==> config.mk <==
export PLATFORM = sky130hd
export DESIGN_NAME = riscv_fetch
export DESIGN_NICKNAME = d
export VERILOG_FILES = /design/src/common/rv_isa_pkg.sv /design/src/common/fetch_pkg.sv /design/src/logic/fetch_adr_gen.sv /design/src/parcel_queue/parcel_queue.sv /design/src/rvc/rvc_expander.sv /design/src/logic/insn_stage.sv /design/src/logic/riscv_fetch.sv
export VERILOG_INCLUDE_DIRS = /design/src /design/src/common
export SDC_FILE = /design/constraint.sdc
export NUM_CORES = 1
export LEC_CHECK = 0
export ABC_AREA = 1
export BUFFER_PORTS_ARGS = -buffer_cell sky130_fd_sc_hd__buf_2
export CAP_MARGIN = 0
export CORE_MARGIN = 3
export CORE_UTILIZATION = 35
export DETAILED_ROUTE_END_ITERATION = 7
export MAX_ROUTING_LAYER = met4
export PLACE_DENSITY_LB_ADDON = 0.1
export RECOVER_POWER = 50
export SYNTH_ARGS = -nofsm -noshare
export SYNTH_HDL_FRONTEND = slang
export SYNTH_SLANG_ARGS = --single-unit
export TNS_END_PERCENT = 20
==> constraint.sdc <==
create_clock -name clk_i -period 8.61 [get_ports clk_i]
set_input_delay 0.4305 -clock clk_i [delete_from_list [all_inputs] [get_ports clk_i]]
set_output_delay 0.4305 -clock clk_i [all_outputs]
set_load 0.1 [all_outputs]
==> src/common/fetch_cfg.svh <==
// fetch unit configuration: word width, reset pc, queue sizing and rvc support
`ifndef FETCH_CFG_SVH
`define FETCH_CFG_SVH

`define FETCH_XLEN           32       // word width, rv32 only
`define FETCH_PC_INIT        32'h200  // pc after reset

// max accepted requests whose word has not come back yet
`define FETCH_INFLIGHT       3

// parcel queue size, in 16-bit parcels
`define FETCH_QUEUE_DEPTH    18

// stop requesting at this level (parcels)
// depth - (inflight+1) words, so words in flight always fit
`define FETCH_FULL_THRESHOLD 10

// compressed instruction support, 0 gives word aligned fetch only
`define FETCH_HAS_RVC        1

`endif

==> src/common/rv_isa_pkg.sv <==
// rv32 isa types, major opcodes, funct3 codes and fixed instruction encodings
package rv_isa_pkg;

  //////////////////////
  // basic types
  typedef logic [31:0] insn_t;    // full 32-bit instruction
  typedef logic [15:0] parcel_t;  // one compressed parcel
  typedef logic [ 6:0] opcode_t;  // major opcode field
  typedef logic [ 4:0] reg_t;     // register index

  //////////////////////
  // major opcodes used by the rvc expansion
  localparam opcode_t OPC_LOAD   = 7'b000_0011;
  localparam opcode_t OPC_STORE  = 7'b010_0011;
  localparam opcode_t OPC_OP_IMM = 7'b001_0011;
  localparam opcode_t OPC_OP     = 7'b011_0011;
  localparam opcode_t OPC_JAL    = 7'b110_1111;
  localparam opcode_t OPC_JALR   = 7'b110_0111;

  // funct3 values
  localparam logic [2:0] F3_ADD  = 3'b000;  // add, addi, jalr
  localparam logic [2:0] F3_WORD = 3'b010;  // lw, sw

  //////////////////////
  // fixed encodings
  localparam insn_t RV_NOP    = 32'h0000_0013;  // addi x0,x0,0
  localparam insn_t RV_WFI    = 32'h1050_0073;
  localparam insn_t RV_EBREAK = 32'h0010_0073;

endpackage

==> src/common/fetch_pkg.sv <==
// fetch unit types: exception flag struct and parcel read count
package fetch_pkg;

  // exceptions that travel with a fetched instruction
  typedef struct packed {
    logic any;           // or of the three below
    logic illegal;       // reserved or unsupported compressed encoding
    logic access_fault;  // memory returned an error for a used parcel
    logic misaligned;    // redirect target not on a half-word
  } fetch_exc_t;

  // number of parcels removed from the queue head
  typedef logic [1:0] parcel_cnt_t;

  localparam parcel_cnt_t RD_NONE = 2'd0;
  localparam parcel_cnt_t RD_ONE  = 2'd1;  // 16-bit insn
  localparam parcel_cnt_t RD_TWO  = 2'd2;  // 32-bit insn

endpackage

==> src/logic/fetch_adr_gen.sv <==
// instruction memory address register, outstanding request counter and request gating
`include "fetch_cfg.svh"

module fetch_adr_gen (
  input  logic                   clk_i,
  input  logic                   rst_ni,
  input  logic                   redirect_i,
  input  logic [`FETCH_XLEN-1:0] redirect_pc_i,
  input  logic                   queue_full_i,   // queue almost full
  input  logic                   imem_ack_i,
  input  logic                   imem_valid_i,   // one word returned
  output logic [`FETCH_XLEN-1:0] imem_adr_o,
  output logic                   imem_req_o,
  output logic                   imem_flush_o
);

  // half-word targets allowed with rvc
  localparam logic [`FETCH_XLEN-1:0] ADR_MASK  = (`FETCH_HAS_RVC != 0) ? ~`FETCH_XLEN'(1)
                                                                       : ~`FETCH_XLEN'(3);
  localparam logic [`FETCH_XLEN-1:0] WORD_MASK = ~`FETCH_XLEN'(3);
  localparam int                     INF_W     = $clog2(`FETCH_INFLIGHT + 1);

  logic [INF_W-1:0] inflight_q;  // accepted, not yet returned
  logic             accept;

  assign imem_flush_o = redirect_i;  // memory drops everything in flight
  assign imem_req_o   = ~queue_full_i & ~imem_flush_o &
                        (inflight_q < INF_W'(`FETCH_INFLIGHT));
  assign accept       = imem_req_o & imem_ack_i;

  // address register
  // a redirect may land mid-word, the following fetch is word aligned again
  always_ff @(posedge clk_i, negedge rst_ni)
  begin
    if (!rst_ni)
      imem_adr_o <= `FETCH_PC_INIT & ADR_MASK;
    else if (redirect_i)
      imem_adr_o <= redirect_pc_i & ADR_MASK;
    else if (accept)
      imem_adr_o <= (imem_adr_o + `FETCH_XLEN'(`FETCH_XLEN / 8)) & WORD_MASK;
  end

  // outstanding count, no request during flush so clearing is safe
  always_ff @(posedge clk_i, negedge rst_ni)
  begin
    if (!rst_ni)
      inflight_q <= '0;
    else if (imem_flush_o)
      inflight_q <= '0;
    else if (accept && !imem_valid_i)
      inflight_q <= inflight_q + 1'b1;
    else if (!accept && imem_valid_i)
      inflight_q <= inflight_q - 1'b1;  // same-cycle accept+return keeps count
  end

endmodule

==> src/parcel_queue/parcel_queue.sv <==
// parcel shift queue with per-parcel error bits, drop-first handling and level thresholds
`include "fetch_cfg.svh"

module parcel_queue
  import fetch_pkg::*;
  import rv_isa_pkg::*;
(
  input  logic                   clk_i,
  input  logic                   rst_ni,
  input  logic                   flush_i,
  input  logic                   drop_first_i,   // redirect target is odd half-word
  input  logic                   wr_i,
  input  logic [`FETCH_XLEN-1:0] wr_data_i,
  input  logic                   wr_error_i,
  input  parcel_cnt_t            rd_cnt_i,
  output logic [`FETCH_XLEN-1:0] head_o,         // two parcels, oldest low
  output logic [1:0]             head_error_o,
  output logic                   almost_empty_o,
  output logic                   almost_full_o
);

  localparam int DEPTH = `FETCH_QUEUE_DEPTH;
  localparam int LVL_W = $clog2(DEPTH + 1);

  parcel_t [DEPTH-1:0] q_q, q_d;      // entry 0 is the head
  logic    [DEPTH-1:0] err_q, err_d;  // error per parcel
  logic    [LVL_W-1:0] lvl_q, lvl_d;  // parcels present
  logic    [LVL_W-1:0] lvl_rd;        // level after the read
  logic                drop_q;        // skip low parcel of next word
  parcel_t             wr_lo;         // first parcel to append

  assign wr_lo = drop_q ? wr_data_i[31:16] : wr_data_i[15:0];

  //////////////////////
  // shift out, then append behind what is left
  always_comb
  begin
    q_d    = q_q >> ($bits(parcel_t) * rd_cnt_i);
    err_d  = err_q >> rd_cnt_i;
    lvl_rd = lvl_q - LVL_W'(rd_cnt_i);
    lvl_d  = lvl_rd;

    if (wr_i)
    begin
      for (int i = 0; i < DEPTH; i++)
      begin
        if (i == int'(lvl_rd))
        begin
          q_d[i]   = wr_lo;
          err_d[i] = wr_error_i;
        end
        else if (i == int'(lvl_rd) + 1 && !drop_q)
        begin
          q_d[i]   = wr_data_i[31:16];  // upper parcel
          err_d[i] = wr_error_i;
        end
      end
      lvl_d = lvl_rd + (drop_q ? LVL_W'(1) : LVL_W'(2));
    end
  end

  //////////////////////
  // control state
  always_ff @(posedge clk_i, negedge rst_ni)
  begin
    if (!rst_ni)
    begin
      lvl_q  <= '0;
      drop_q <= 1'b0;
    end
    else if (flush_i)
    begin
      lvl_q  <= '0;  // a write in this cycle is lost on purpose
      drop_q <= drop_first_i & (`FETCH_HAS_RVC != 0);
    end
    else
    begin
      lvl_q <= lvl_d;
      if (wr_i)
        drop_q <= 1'b0;  // only the first word after a flush
    end
  end

  // storage
  always_ff @(posedge clk_i)
  begin
    q_q   <= q_d;
    err_q <= err_d;
  end

  assign head_o       = {q_q[1], q_q[0]};
  assign head_error_o = err_q[1:0];

  // a lone parcel is enough only for a 16-bit insn
  assign almost_empty_o = (lvl_q == '0) ||
                          (lvl_q == LVL_W'(1) && (&q_q[0][1:0] || `FETCH_HAS_RVC == 0));
  assign almost_full_o  = lvl_q >= LVL_W'(`FETCH_FULL_THRESHOLD);

endmodule

==> src/rvc/rvc_expander.sv <==
// compressed rv32 parcel to 32-bit instruction expansion with illegal detection
module rvc_expander
  import rv_isa_pkg::*;
(
  input  parcel_t parcel_i,
  output insn_t   insn_o,
  output logic    illegal_o
);

  //////////////////////
  // encoders
  function automatic insn_t enc_i(logic [11:0] imm, reg_t rs1, logic [2:0] f3, reg_t rd,
                                  opcode_t opc);
    enc_i = {imm, rs1, f3, rd, opc};
  endfunction

  function automatic insn_t enc_add(reg_t rs2, reg_t rs1, reg_t rd);
    enc_add = {7'b000_0000, rs2, rs1, F3_ADD, rd, OPC_OP};
  endfunction

  function automatic insn_t enc_jal(logic [20:0] imm, reg_t rd);
    enc_jal = {imm[20], imm[10:1], imm[11], imm[19:12], rd, OPC_JAL};
  endfunction

  //////////////////////
  // fields
  reg_t        rd;      // ci/cr rd and rs1
  reg_t        rs2;     // cr rs2
  reg_t        rdp;     // rd' or rs2', x8..x15
  reg_t        rs1p;    // rs1'
  logic [11:0] imm_ci;  // signed 6-bit imm
  logic [11:0] imm_lw;  // word offset, zero extended
  logic [20:0] imm_cj;  // jump offset, sign extended

  assign rd     = parcel_i[11:7];
  assign rs2    = parcel_i[6:2];
  assign rdp    = {2'b01, parcel_i[4:2]};
  assign rs1p   = {2'b01, parcel_i[9:7]};
  assign imm_ci = {{7{parcel_i[12]}}, parcel_i[6:2]};
  assign imm_lw = {5'b0, parcel_i[5], parcel_i[12:10], parcel_i[6], 2'b00};
  // offset[11|4|9:8|10|6|7|3:1|5] in parcel bits 12:2
  assign imm_cj = {{10{parcel_i[12]}}, parcel_i[8], parcel_i[10:9], parcel_i[6],
                   parcel_i[7], parcel_i[2], parcel_i[11], parcel_i[5:3], 1'b0};

  //////////////////////
  // decode on funct3 and quadrant
  always_comb
  begin
    insn_o    = {16'h0, parcel_i};  // passed up raw if illegal
    illegal_o = 1'b0;

    case ({parcel_i[15:13], parcel_i[1:0]})
      5'b010_00: insn_o = enc_i(imm_lw, rs1p, F3_WORD, rdp, OPC_LOAD);  // c.lw
      5'b110_00: insn_o = {imm_lw[11:5], rdp, rs1p, F3_WORD, imm_lw[4:0], OPC_STORE};  // c.sw
      5'b000_01: insn_o = enc_i(imm_ci, rd, F3_ADD, rd, OPC_OP_IMM);  // c.addi, c.nop
      5'b001_01: insn_o = enc_jal(imm_cj, 5'd1);                      // c.jal
      5'b010_01: insn_o = enc_i(imm_ci, 5'd0, F3_ADD, rd, OPC_OP_IMM); // c.li
      5'b101_01: insn_o = enc_jal(imm_cj, 5'd0);                      // c.j
      5'b100_10:
      begin
        if (!parcel_i[12])
        begin
          if (rs2 != '0)
            insn_o = enc_add(rs2, 5'd0, rd);  // c.mv
          else if (rd != '0)
            insn_o = enc_i(12'h0, rd, F3_ADD, 5'd0, OPC_JALR);  // c.jr
          else
            illegal_o = 1'b1;  // jr x0 reserved
        end
        else
        begin
          if (rs2 != '0)
            insn_o = enc_add(rs2, rd, rd);  // c.add
          else if (rd != '0)
            insn_o = enc_i(12'h0, rd, F3_ADD, 5'd1, OPC_JALR);  // c.jalr
          else
            insn_o = RV_EBREAK;
        end
      end
      default:   illegal_o = 1'b1;  // incl. all-zero parcel
    endcase
  end

endmodule

==> src/logic/insn_stage.sv <==
// length decode, queue read control, next-pc prediction and the if output registers
`include "fetch_cfg.svh"

module insn_stage
  import fetch_pkg::*;
  import rv_isa_pkg::*;
(
  input  logic                   clk_i,
  input  logic                   rst_ni,
  input  logic                   redirect_i,
  input  logic [`FETCH_XLEN-1:0] redirect_pc_i,
  input  logic                   stall_i,
  input  logic [`FETCH_XLEN-1:0] head_i,
  input  logic [1:0]             head_error_i,
  input  logic                   head_valid_i,
  input  insn_t                  exp_insn_i,
  input  logic                   exp_illegal_i,
  output parcel_cnt_t            rd_cnt_o,
  output parcel_t                rvc_parcel_o,
  output logic [`FETCH_XLEN-1:0] if_predict_pc_o,
  output logic [`FETCH_XLEN-1:0] if_pc_o,
  output insn_t                  if_insn_o,
  output logic                   if_bubble_o,
  output fetch_exc_t             if_exc_o
);

  localparam logic [`FETCH_XLEN-1:0] PC_MASK = (`FETCH_HAS_RVC != 0) ? ~`FETCH_XLEN'(1)
                                                                     : ~`FETCH_XLEN'(3);

  logic [`FETCH_XLEN-1:0] nxt_pc_q;  // pc of the insn at queue head
  logic                   mis_q;     // odd byte redirect pending
  logic                   is_16;
  logic                   take;      // head consumed this cycle
  insn_t                  insn_nxt;
  fetch_exc_t             exc_nxt;

  //////////////////////
  // length decode and read
  assign is_16        = (`FETCH_HAS_RVC != 0) && (head_i[1:0] != 2'b11);
  assign take         = head_valid_i & ~stall_i;
  assign rd_cnt_o     = !take ? RD_NONE : (is_16 ? RD_ONE : RD_TWO);
  assign rvc_parcel_o = head_i[15:0];

  always_comb
  begin
    if (is_16)
      insn_nxt = exp_insn_i;
    else if (head_i == RV_WFI)
      insn_nxt = RV_NOP;  // wfi runs as nop
    else
      insn_nxt = head_i;
  end

  // upper parcel counts only for 32-bit insn
  always_comb
  begin
    exc_nxt.misaligned   = mis_q;
    exc_nxt.access_fault = head_error_i[0] | (~is_16 & head_error_i[1]);
    exc_nxt.illegal      = is_16 & exp_illegal_i;
    exc_nxt.any          = exc_nxt.misaligned | exc_nxt.access_fault | exc_nxt.illegal;
  end

  //////////////////////
  // next pc
  always_comb
  begin
    if (redirect_i)
      if_predict_pc_o = redirect_pc_i & PC_MASK;
    else if (take)
      if_predict_pc_o = nxt_pc_q + (is_16 ? `FETCH_XLEN'(2) : `FETCH_XLEN'(4));
    else
      if_predict_pc_o = nxt_pc_q;
  end

  always_ff @(posedge clk_i, negedge rst_ni)
  begin
    if (!rst_ni)
    begin
      nxt_pc_q <= `FETCH_PC_INIT;
      mis_q    <= 1'b0;
    end
    else
    begin
      nxt_pc_q <= if_predict_pc_o;
      if (redirect_i)
        mis_q <= redirect_pc_i[0];
      else if (take)
        mis_q <= 1'b0;  // flagged on first insn only
    end
  end

  //////////////////////
  // if outputs, redirect before stall
  always_ff @(posedge clk_i, negedge rst_ni)
  begin
    if (!rst_ni)
    begin
      if_pc_o     <= `FETCH_PC_INIT;
      if_bubble_o <= 1'b1;
      if_exc_o    <= '0;
    end
    else if (redirect_i)
    begin
      if_bubble_o <= 1'b1;
      if_exc_o    <= '0;
    end
    else if (!stall_i)
    begin
      if_pc_o     <= nxt_pc_q;
      if_bubble_o <= ~head_valid_i;
      if (head_valid_i)
        if_exc_o <= exc_nxt;
      else
        if_exc_o <= '0;
    end
  end

  always_ff @(posedge clk_i)
  begin
    if (!redirect_i && !stall_i)
      if_insn_o <= insn_nxt;
  end

endmodule

==> src/logic/riscv_fetch.sv <==
// rv32 fetch unit top: address generator, parcel queue, rvc expander and instruction stage
`include "fetch_cfg.svh"

module riscv_fetch
  import fetch_pkg::*;
  import rv_isa_pkg::*;
(
  input  logic                   clk_i,
  input  logic                   rst_ni,
  // memory request side
  output logic [`FETCH_XLEN-1:0] imem_adr_o,
  output logic                   imem_req_o,
  input  logic                   imem_ack_i,
  output logic                   imem_flush_o,
  // memory return side
  input  logic                   imem_valid_i,
  input  logic [`FETCH_XLEN-1:0] imem_data_i,
  input  logic                   imem_error_i,
  // redirect and back-pressure
  input  logic                   redirect_i,
  input  logic [`FETCH_XLEN-1:0] redirect_pc_i,
  input  logic                   stall_i,
  // towards decode
  output logic [`FETCH_XLEN-1:0] if_pc_o,
  output insn_t                  if_insn_o,
  output logic                   if_bubble_o,
  output fetch_exc_t             if_exc_o,
  output logic [`FETCH_XLEN-1:0] if_predict_pc_o
);

  logic                   queue_full;   // stop requests
  logic                   queue_empty;  // no complete insn at head
  logic [`FETCH_XLEN-1:0] head;
  logic [1:0]             head_error;
  parcel_cnt_t            rd_cnt;
  parcel_t                rvc_parcel;
  insn_t                  exp_insn;
  logic                   exp_illegal;

  fetch_adr_gen u_adr_gen (
    .clk_i         ( clk_i         ),
    .rst_ni        ( rst_ni        ),
    .redirect_i    ( redirect_i    ),
    .redirect_pc_i ( redirect_pc_i ),
    .queue_full_i  ( queue_full    ),
    .imem_ack_i    ( imem_ack_i    ),
    .imem_valid_i  ( imem_valid_i  ),
    .imem_adr_o    ( imem_adr_o    ),
    .imem_req_o    ( imem_req_o    ),
    .imem_flush_o  ( imem_flush_o  )
  );

  parcel_queue u_queue (
    .clk_i          ( clk_i             ),
    .rst_ni         ( rst_ni            ),
    .flush_i        ( imem_flush_o      ),
    .drop_first_i   ( redirect_pc_i[1]  ),  // odd half-word target
    .wr_i           ( imem_valid_i      ),
    .wr_data_i      ( imem_data_i       ),
    .wr_error_i     ( imem_error_i      ),
    .rd_cnt_i       ( rd_cnt            ),
    .head_o         ( head              ),
    .head_error_o   ( head_error        ),
    .almost_empty_o ( queue_empty       ),
    .almost_full_o  ( queue_full        )
  );

  rvc_expander u_rvc (
    .parcel_i  ( rvc_parcel  ),
    .insn_o    ( exp_insn    ),
    .illegal_o ( exp_illegal )
  );

  insn_stage u_insn (
    .clk_i           ( clk_i           ),
    .rst_ni          ( rst_ni          ),
    .redirect_i      ( redirect_i      ),
    .redirect_pc_i   ( redirect_pc_i   ),
    .stall_i         ( stall_i         ),
    .head_i          ( head            ),
    .head_error_i    ( head_error      ),
    .head_valid_i    ( ~queue_empty    ),
    .exp_insn_i      ( exp_insn        ),
    .exp_illegal_i   ( exp_illegal     ),
    .rd_cnt_o        ( rd_cnt          ),
    .rvc_parcel_o    ( rvc_parcel      ),
    .if_predict_pc_o ( if_predict_pc_o ),
    .if_pc_o         ( if_pc_o         ),
    .if_insn_o       ( if_insn_o       ),
    .if_bubble_o     ( if_bubble_o     ),
    .if_exc_o        ( if_exc_o        )
  );

endmodule

==> results of run 1 <==
[synthesized netlist by cell type (9+ instances only)]
library cell,instances
nor2_2,9
a21oi_1,22
dfxtp_1,306
o221ai_1,10
o21ai_1,18
buf_4,16
o21ai_0,354
inv_2,16
nand2_4,33
buf_1,16
nand2_1,1986
nand3_1,545
xor2_1,15
buf_2,111
dfrtp_1,105
clkbuf_1,160
nand4_1,24
nand2_2,23
edfxtp_1,32
o21bai_1,9
nor2_1,610
o211ai_1,44
inv_1,340
nor3_1,15
[logic make-up after synthesis]
| group | Yosys count |
|---|---|
| other | 1 |
| and+or+nand+nor | 3282 |
| buffers and inverters | 669 |
| xor gates and xnor gates | 18 |
| AOI/OAI and AO/OA | 481 |
| DFF | 447 |
| adders and majority gates | 11 |
[worst reg2reg max path, delay by kind of cell (launching register included)]
family | cells | cell delay (ns)
fa+ha+maj | 2 | 0.81
flops | 1 | 0.34
compound gates | 1 | 0.54
simple gates | 13 | 3.02
buf+inv | 6 | 2.00
[stage by stage]
stage | total power, mW | cell area [um^2]
2_1_floorplan | 9.05 | 29200
6_report | 13.6 | 32200
3_3_place_gp | 11.0 | 30500
4_1_cts | 13.5 | 32400
5_1_grt | 14.6 | 32200
3_5_place_dp | 11.0 | 30500
[power groups by stage]
| stage | combinational, mW | sequential (mW) | clock (mW) |
|---|---|---|---|
| floorplan | 4.87 | 4.19 | 0 |
| global placement | 7.13 | 3.87 | 0 |
| detailed placement | 7.17 | 3.86 | 0 |
| CTS | 7.20 | 3.83 | 2.52 |
| global route | 8.03 | 3.93 | 2.60 |
| finish | 7.26 | 3.88 | 2.48 |
[cell type report]
| type | instances | area, um^2 |
|---|---|---|
| multi-input combinational | 3793 | 16700 |
| clock buffer | 72 | 1540 |
| clock inverter | 33 | 349 |
| sequential | 447 | 9820 |
| tap | 1070 | 1340 |
| fill | 9216 | 50100 |
| inverter | 358 | 1360 |
| timing repair buffer | 233 | 1160 |
| antenna | 2 | 5.00 |
[sequential cells by signal, summed over array words and instances (netlist names), 2 cells and up]
name                  count
u_insn.if_exc_o           4
u_queue.q_q             256
u_adr_gen.inflight_q      2
u_queue.lvl_q             5
u_insn.nxt_pc_q          32
u_insn.if_pc_o           32
u_adr_gen.imem_adr_o     31
u_queue.err_q            18
u_queue.head_o           32
u_insn.if_insn_o         32
[routing by layer]
layer,global-route usage (%),vias up
met2,44.1,1452
met5,-,-
met3,4.19,244
li1,-,15400
met1,42.8,15000
met4,10.8,0
[repair_timing]
item	in CTS	in global routing
buffers inserted	0	0
hold endpoints to repair	48	0
hold buffers	3	0
[how the worst max path moves through the flow]
stage,cells after the start,slack [ns],from,end
3_3_place_gp,22,2.21,u_queue.head_o[1],u_queue.err_q[8]
5_1_grt,18,1.28,u_queue.head_o[1],u_queue.q_q[115]
4_1_cts,22,2.07,u_queue.head_o[1],u_queue.q_q[129]
6_report,22,1.77,u_queue.head_o[1],u_queue.q_q[129]
2_1_floorplan,12,3.83,u_queue.head_o[1],if_predict_pc_o[11]
3_5_place_dp,22,2.14,u_queue.head_o[1],u_queue.q_q[129]
==> impl_metrics.py, run 1 <==
metrics = {
    "critical_path": {
        "crit_fanout": 124,
        "reg2regPathDepth": 22,
        "cp_common_cell": "nand2_1",
        "cpMaxStageDelayCell": "nand2_1",
        "reg2reg_slack_ns": 1.77,
        "reg2reg_from": "u_queue.head_o[1]",
        "cp_num_buf_inv": 6,
        "cp-end-kind": "flip-flop",
        "reg2reg_to": "u_queue.q_q[129]",
        "crit_required_ns": 9.13,
        "crit_path_start_kind": "flip-flop",
        "cp.arrival_ns": 7.36,
        "worstPathCellList": "nand2_1 > nand2_1 > nand4_1 > nand2_2 > nor2_4 > buf_12 > inv_6 > fa_1 > inv_1 > nand2_1 > nand2_1 > nand2_4 > inv_6 > ha_1 > inv_1 > nor2_1 > buf_4 > nand2_2 > o21ai_4 > nand2_2 > nand2_1 > nand2_1",
        "critPathMaxStageDelay_ns": 0.59,
        "critPathTopFamily": "simple AND/OR/NAND/NOR gates",
        "crit_type": "reg2reg",
    },
    "floorplan": {
        "die_area_um2": 87100,
        "num_rows": 105,
        "io_pins": 206,
        "initial_utilization_pct": 35.5,
        "die_w_um": 295,
        "core-area_um2": 82400,
        "dieHeight_um": 295,
    },
    "logic_synthesis": {
        "yosysWarnings": 0,
        "ys_ff_latch": 447,
        "synth_top_cell_area_share_pct": 25.5,
        "synth_top_area_cell": "nand2_1",
        "synth_xor_area_share_pct": 0.539,
        "synthAdderAreaFrac_pct": 0.548,
        "netlist_instances": 4909,
        "ys_types": 50,
        "synthMuxAreaShare_pct": 0,
        "synth_area_um2": 29200,
        "synthArstFlopShare_pct": 24.4,
        "synth_top_family_by_area": "simple AND/OR/NAND/NOR gates",
        "synth_top_flop_cell": "dfxtp_1",
        "synthSimpleGateAreaFrac_pct": 46.8,
        "synth_edf_count": 32,
        "synth_compound_area_share_pct": 9.09,
        "synth.avg_cell_area_um2": 5.96,
        "syn-num-nets": 4991,
        "synth-seq-area-share_pct": 33.6,
        "synth_area_leaders": "nand2_1 (25%), dfxtp_1 (21%), nand3_1 (9.3%), dfrtp_1 (9.0%), nor2_1 (7.8%)",
    },
    "clock_tree": {
        "cts_made_buffers": 56,
        "cts_tree": "done",
        "cts_resized": 0,
        "htreeDepth": 2,
        "clk_latency_ns": 0.64,
        "cts-root-buf": "clkbuf_16",
        "clock_path_buffers": 3,
        "cts.clk_slew.worst_paths_ns": 0.06,
        "clock-sinks": 447,
    },
    "timing": {
        "period_minus_slack_ns": 6.84,
        "worst_slew_pin_slew_ns": 3.27,
        "final.setup.tns_ns": 0,
        "hold_viol": 0,
        "max_slew_margin_pct": -118,
        "timing.fmax_ghz": 0.146,
        "slew_violations": 310,
        "min_period_over_period_pct": 79.4,
        "clock_skew_ns": 0.0358,
        "holdWs_ns": 0.0572,
        "rsz0062_at_grt": "no",
        "setup_viol": 0,
        "fin_ws_ns": 1.77,
    },
    "grt": {
        "grt_first_pass_wirelength_um": 194000,
        "grt_overflow": 0,
        "grt_usage_pct": 30.3,
        "grt_pass1_vias": 28800,
        "antenna_found_initial": 3,
        "grt_max_degree": 170,
    },
    "outcome": {
        "outcome": "complete, but fails checks",
        "violations": "max-capacitance violations, max-slew violations",
    },
    "job": {
        "drv_cap": 6,
    },
    "routing": {
        "wirelength_um": 132000,
        "vias_per_cell": 5.34,
        "drc_errors": 0,
        "avgRoutedWirePerCell_um": 22.0,
        "drt_iter0_drc": 3912,
        "met1Wirelength_um": 59900,
        "wl_met3_um": 11100,
        "drt-pass1-iter-count": 6,
        "wl_met2_um": 56100,
        "top_layer": "met4",
        "antenna_left": 0,
        "dr_total_vias": 32100,
    },
    "power_and_ir_drop": {
        "max-vdd-ir-drop_v": 0.000253,
        "p_sw_share_pct": 54.5,
        "internal_power_mw": 6.19,
        "power_switching_mw": 7.43,
        "pwr-share-seq_pct": 28.5,
        "p_per_area_nw_per_um2": 422,
        "power_frac_clock_pct": 18.2,
        "power_leakage_nw": 16.3,
        "combPwrFrac_pct": 53.3,
    },
    "hold_path": {
        "min_to": "u_insn.nxt_pc_q[23]",
        "hold_depth": 3,
        "hold_class": "in2reg",
        "min-delay-start": "redirect_pc_i[23]",
    },
    "placement": {
        "dp_hpwl_um": 86100,
        "post-place-ws_ns": 2.14,
        "io_buffers": 204,
        "place_congestion": 0.958,
        "dp.cells": 5898,
    },
    "finish": {
        "fin_cells": 6008,
        "area_growth_pct": 10.3,
        "drive_gt1_share_pct": 6.48,
        "layout_commonest_cell": "nand2_1",
        "finalNetCount": 4971,
        "utilization_pct": 39.1,
        "layout_common_cells": "nand2_1 (1987), nor2_1 (609), nand3_1 (545), o21ai_0 (354), inv_1 (340)",
    },
}
(Power assumes the default switching activity.)
==> inputs of run 2 (changes only) <==
--- a/config.mk
+++ b/config.mk
@@ -6,7 +6,7 @@
 export SDC_FILE = /design/constraint.sdc
 export NUM_CORES = 1
 export LEC_CHECK = 0
-export ABC_AREA = 1
+export ABC_AREA = 0
 export BUFFER_PORTS_ARGS = -buffer_cell sky130_fd_sc_hd__buf_2
 export CAP_MARGIN = 0
 export CORE_MARGIN = 3
==> constraint.sdc (replaced) <==
create_clock -name clk_i -period 5.9 [get_ports clk_i]
set_input_delay 0.295 -clock clk_i [delete_from_list [all_inputs] [get_ports clk_i]]
set_output_delay 0.295 -clock clk_i [all_outputs]
set_load 0.1 [all_outputs]
==> impl_metrics.py, run 2 <==
metrics = {
    "routing": {
        "vias_per_cell": 5.83,
        "wirelength_um": 95400,
        "antenna_left": 0,
        "avgRoutedWirePerCell_um": 23.6,
        "dr_total_vias": 23600,
        "drt_iter0_drc": 2372,
        "drc_errors": 0,
        "drt-pass1-iter-count": 6,
    },
    "critical_path": {
        "crit_type": "reg2out",
        "worstPathCellList": "buf_4 > nand2_1 > clkinvlp_2 > clkbuf_2 > ha_1 > a21o_1 > nand3_1 > nor4_1 > xnor2_1 > o21ai_0 > buf_2",
        "reg2regPathDepth": 15,
        "cp-end-kind": "output port",
        "crit_path_start_kind": "flip-flop",
        "cp.depth": 11,
        "critPathTopFamily": "buffers and inverters",
        "crit_fanout": 83,
        "cpMaxStageDelayCell": "clkbuf_2",
        "cp.arrival_ns": 4.99,
        "cp_num_buf_inv": 4,
        "crit_required_ns": 5.61,
        "critPathMaxStageDelay_ns": 1.02,
    },
    "grt": {
        "grt_max_degree": 220,
        "grt_overflow": 0,
        "grt_pass1_vias": 21900,
        "antenna_found_initial": 1,
        "grt_usage_pct": 25.6,
        "grt_first_pass_wirelength_um": 142000,
    },
    "outcome": {
        "outcome": "complete, but fails checks",
        "violations": "max-capacitance violations, max-slew violations",
    },
    "logic_synthesis": {
        "netlist_instances": 2994,
        "synth_edf_count": 32,
        "synth_area_leaders": "dfxtp_1 (25%), dfrtp_1 (11%), mux2i_1 (9.4%), nand2_1 (9.1%), a21oi_1 (6.3%)",
        "synth-seq-area-share_pct": 39.8,
        "synth_top_flop_cell": "dfxtp_1",
        "ys_ff_latch": 447,
        "synth_top_cell_area_share_pct": 24.8,
        "ys_types": 98,
        "synth.top_cells.by_count": "nand2_1 (598), a21oi_1 (313), dfxtp_1 (306)",
        "synth.avg_cell_area_um2": 8.25,
        "synthArstFlopShare_pct": 24.4,
        "synth_area_um2": 24700,
        "yosysMostFrequentCell": "nand2_1",
        "yosysWarnings": 0,
        "syn-num-nets": 3076,
        "synth_top_area_cell": "dfxtp_1",
    },
    "clock_tree": {
        "cts_made_buffers": 53,
        "clock-sinks": 447,
        "post-cts-setup-buffer-count": 0,
        "htreeDepth": 2,
        "cts_tree": "done",
        "cts.clk_slew.worst_paths_ns": 0.06,
        "clock_path_buffers": 3,
        "cts-root-buf": "clkbuf_16",
        "clk_latency_ns": 0.62,
    },
    "floorplan": {
        "die_area_um2": 73800,
        "die_w_um": 272,
        "dieHeight_um": 272,
        "initial_utilization_pct": 35.7,
        "num_rows": 96,
        "io_pins": 206,
        "core-area_um2": 69200,
    },
    "timing": {
        "period_minus_slack_ns": 5.28,
        "final.setup.tns_ns": 0,
        "clock_skew_ns": 0.0342,
        "slew_violations": 594,
        "min_period_over_period_pct": 89.5,
        "timing.fmax_ghz": 0.189,
        "holdWs_ns": 0.0248,
        "setup_viol": 0,
        "hold_viol": 0,
        "worst_slew_pin_slew_ns": 3.73,
        "max_slew_margin_pct": -148,
        "rsz0062_at_grt": "no",
    },
    "power_and_ir_drop": {
        "power_mw": 19.9,
        "max-vdd-ir-drop_v": 0.000392,
        "power_leakage_nw": 11.9,
        "p_per_area_nw_per_um2": 708,
    },
    "finish": {
        "area_growth_pct": 13.7,
        "fillCellCount": 7157,
        "layout_commonest_cell": "nand2_1",
        "regMostFlops": "u_queue.q_q",
        "drive_gt1_share_pct": 11.0,
        "largest_reg_flops": 256,
        "finalNetCount": 3154,
        "register_area_um2": 9820,
        "multiInputGateArea_um2": 13700,
        "fin_cells": 4050,
        "layout_common_cells": "nand2_1 (598), a21oi_1 (312), dfxtp_1 (306), mux2i_1 (231), nand3_1 (143)",
    },
    "placement": {
        "dp_hpwl_um": 63400,
        "io_buffers": 204,
        "dp.cells": 3925,
        "place_congestion": 0.884,
    },
    "hold_path": {
        "hold_class": "in2reg",
        "hold_depth": 3,
    },
    "job": {
        "drv_cap": 7,
    },
}
-- run 2: changes by cell type in the layout (fill, tap and decap cells not counted), sizes merged, moves of 163 or more --
cell and delta:
nand2 -1442, inv -329, nor2 -515, o21ai -163, mux2i +231, a21oi +291, nand3 -411
-- run 2: cell families (layout without fill, tap and decap cells) --
family / after synthesis / in the layout / share of synthesized area, %
xor gates and xnor gates: 37 / 37 / 1.42
adders and majority gates: 11 / 11 / 0.649
muxes: 301 / 301 / 12.6
DFF: 447 / 447 / 39.8
and+or+nand+nor: 1015 / 1015 / 18.1
other: 1 / 4 / 0.0152
AOI/OAI and AO/OA: 892 / 892 / 22.4
buffers and inverters: 290 / 412 / 5.07
-- run 2: worst min-delay path, cell delays in order --
cell and delay (ns):
buf_2 0.08, nand2_1 0.10, nand2_1 0.10
-- run 2: area by class of cell --
cell class	instances	share of cell area, %
antenna	3	0.0267
clock buffer	81	5.46
clock inverter	18	0.731
inverter	26	0.352
multi-input combinational	2257	48.6
sequential	447	35.0
tap	931	4.15
timing repair buffer	287	5.67
-- run 2: path summary, 6_finish.rpt --
kind / startpoint / endpoint / slack, ns
worst max-delay path: u_queue.head_o[0] / if_predict_pc_o[28] / 0.62
worst min-delay path: redirect_pc_i[2] / u_insn.nxt_pc_q[2] / 0.02
worst max register to register: u_queue.lvl_q[4] / u_queue.q_q[147] / 0.83
worst min register to register: u_insn.if_bubble_o / u_insn.if_bubble_o / 0.46
max in group asynchronous: rst_ni / u_insn.if_pc_o[23] / 2.50
min in group asynchronous: rst_ni / u_adr_gen.imem_adr_o[18] / 0.63
-- run 2: where the power goes --
| part | switching [mW] | internal [mW] |
|---|---|---|
| clock | 1.37 | 1.96 |
| combinational | 7.47 | 3.38 |
| sequential | 1.20 | 4.49 |
-- run 2: layer usage --
layer / GRT usage (%) / vias to the layer above / part of all wire (%)
li1: - / 10900 / -
met1: 35.5 / 11600 / 45
met2: 38.2 / 931 / 44
met3: 4.15 / 144 / 7.7
met4: 7.65 / 0 / 3.0
met5: - / - / 0
-- run 2: per-stage QoR --
step	cell area (um^2)	util, %	setup slack [ns]
3_5_place_dp	26300	38.0	0.797
5_1_grt	28100	40.6	0.220
2_1_floorplan	24700	-	0.537
3_3_place_gp	26300	38.0	0.916
6_report	28100	40.6	0.618
4_1_cts	28300	40.8	0.661
-- run 2: what timing repair did --
action,CTS,global route
hold endpoints to repair,57,0
resized for setup,0,0
hold buffers,23,0
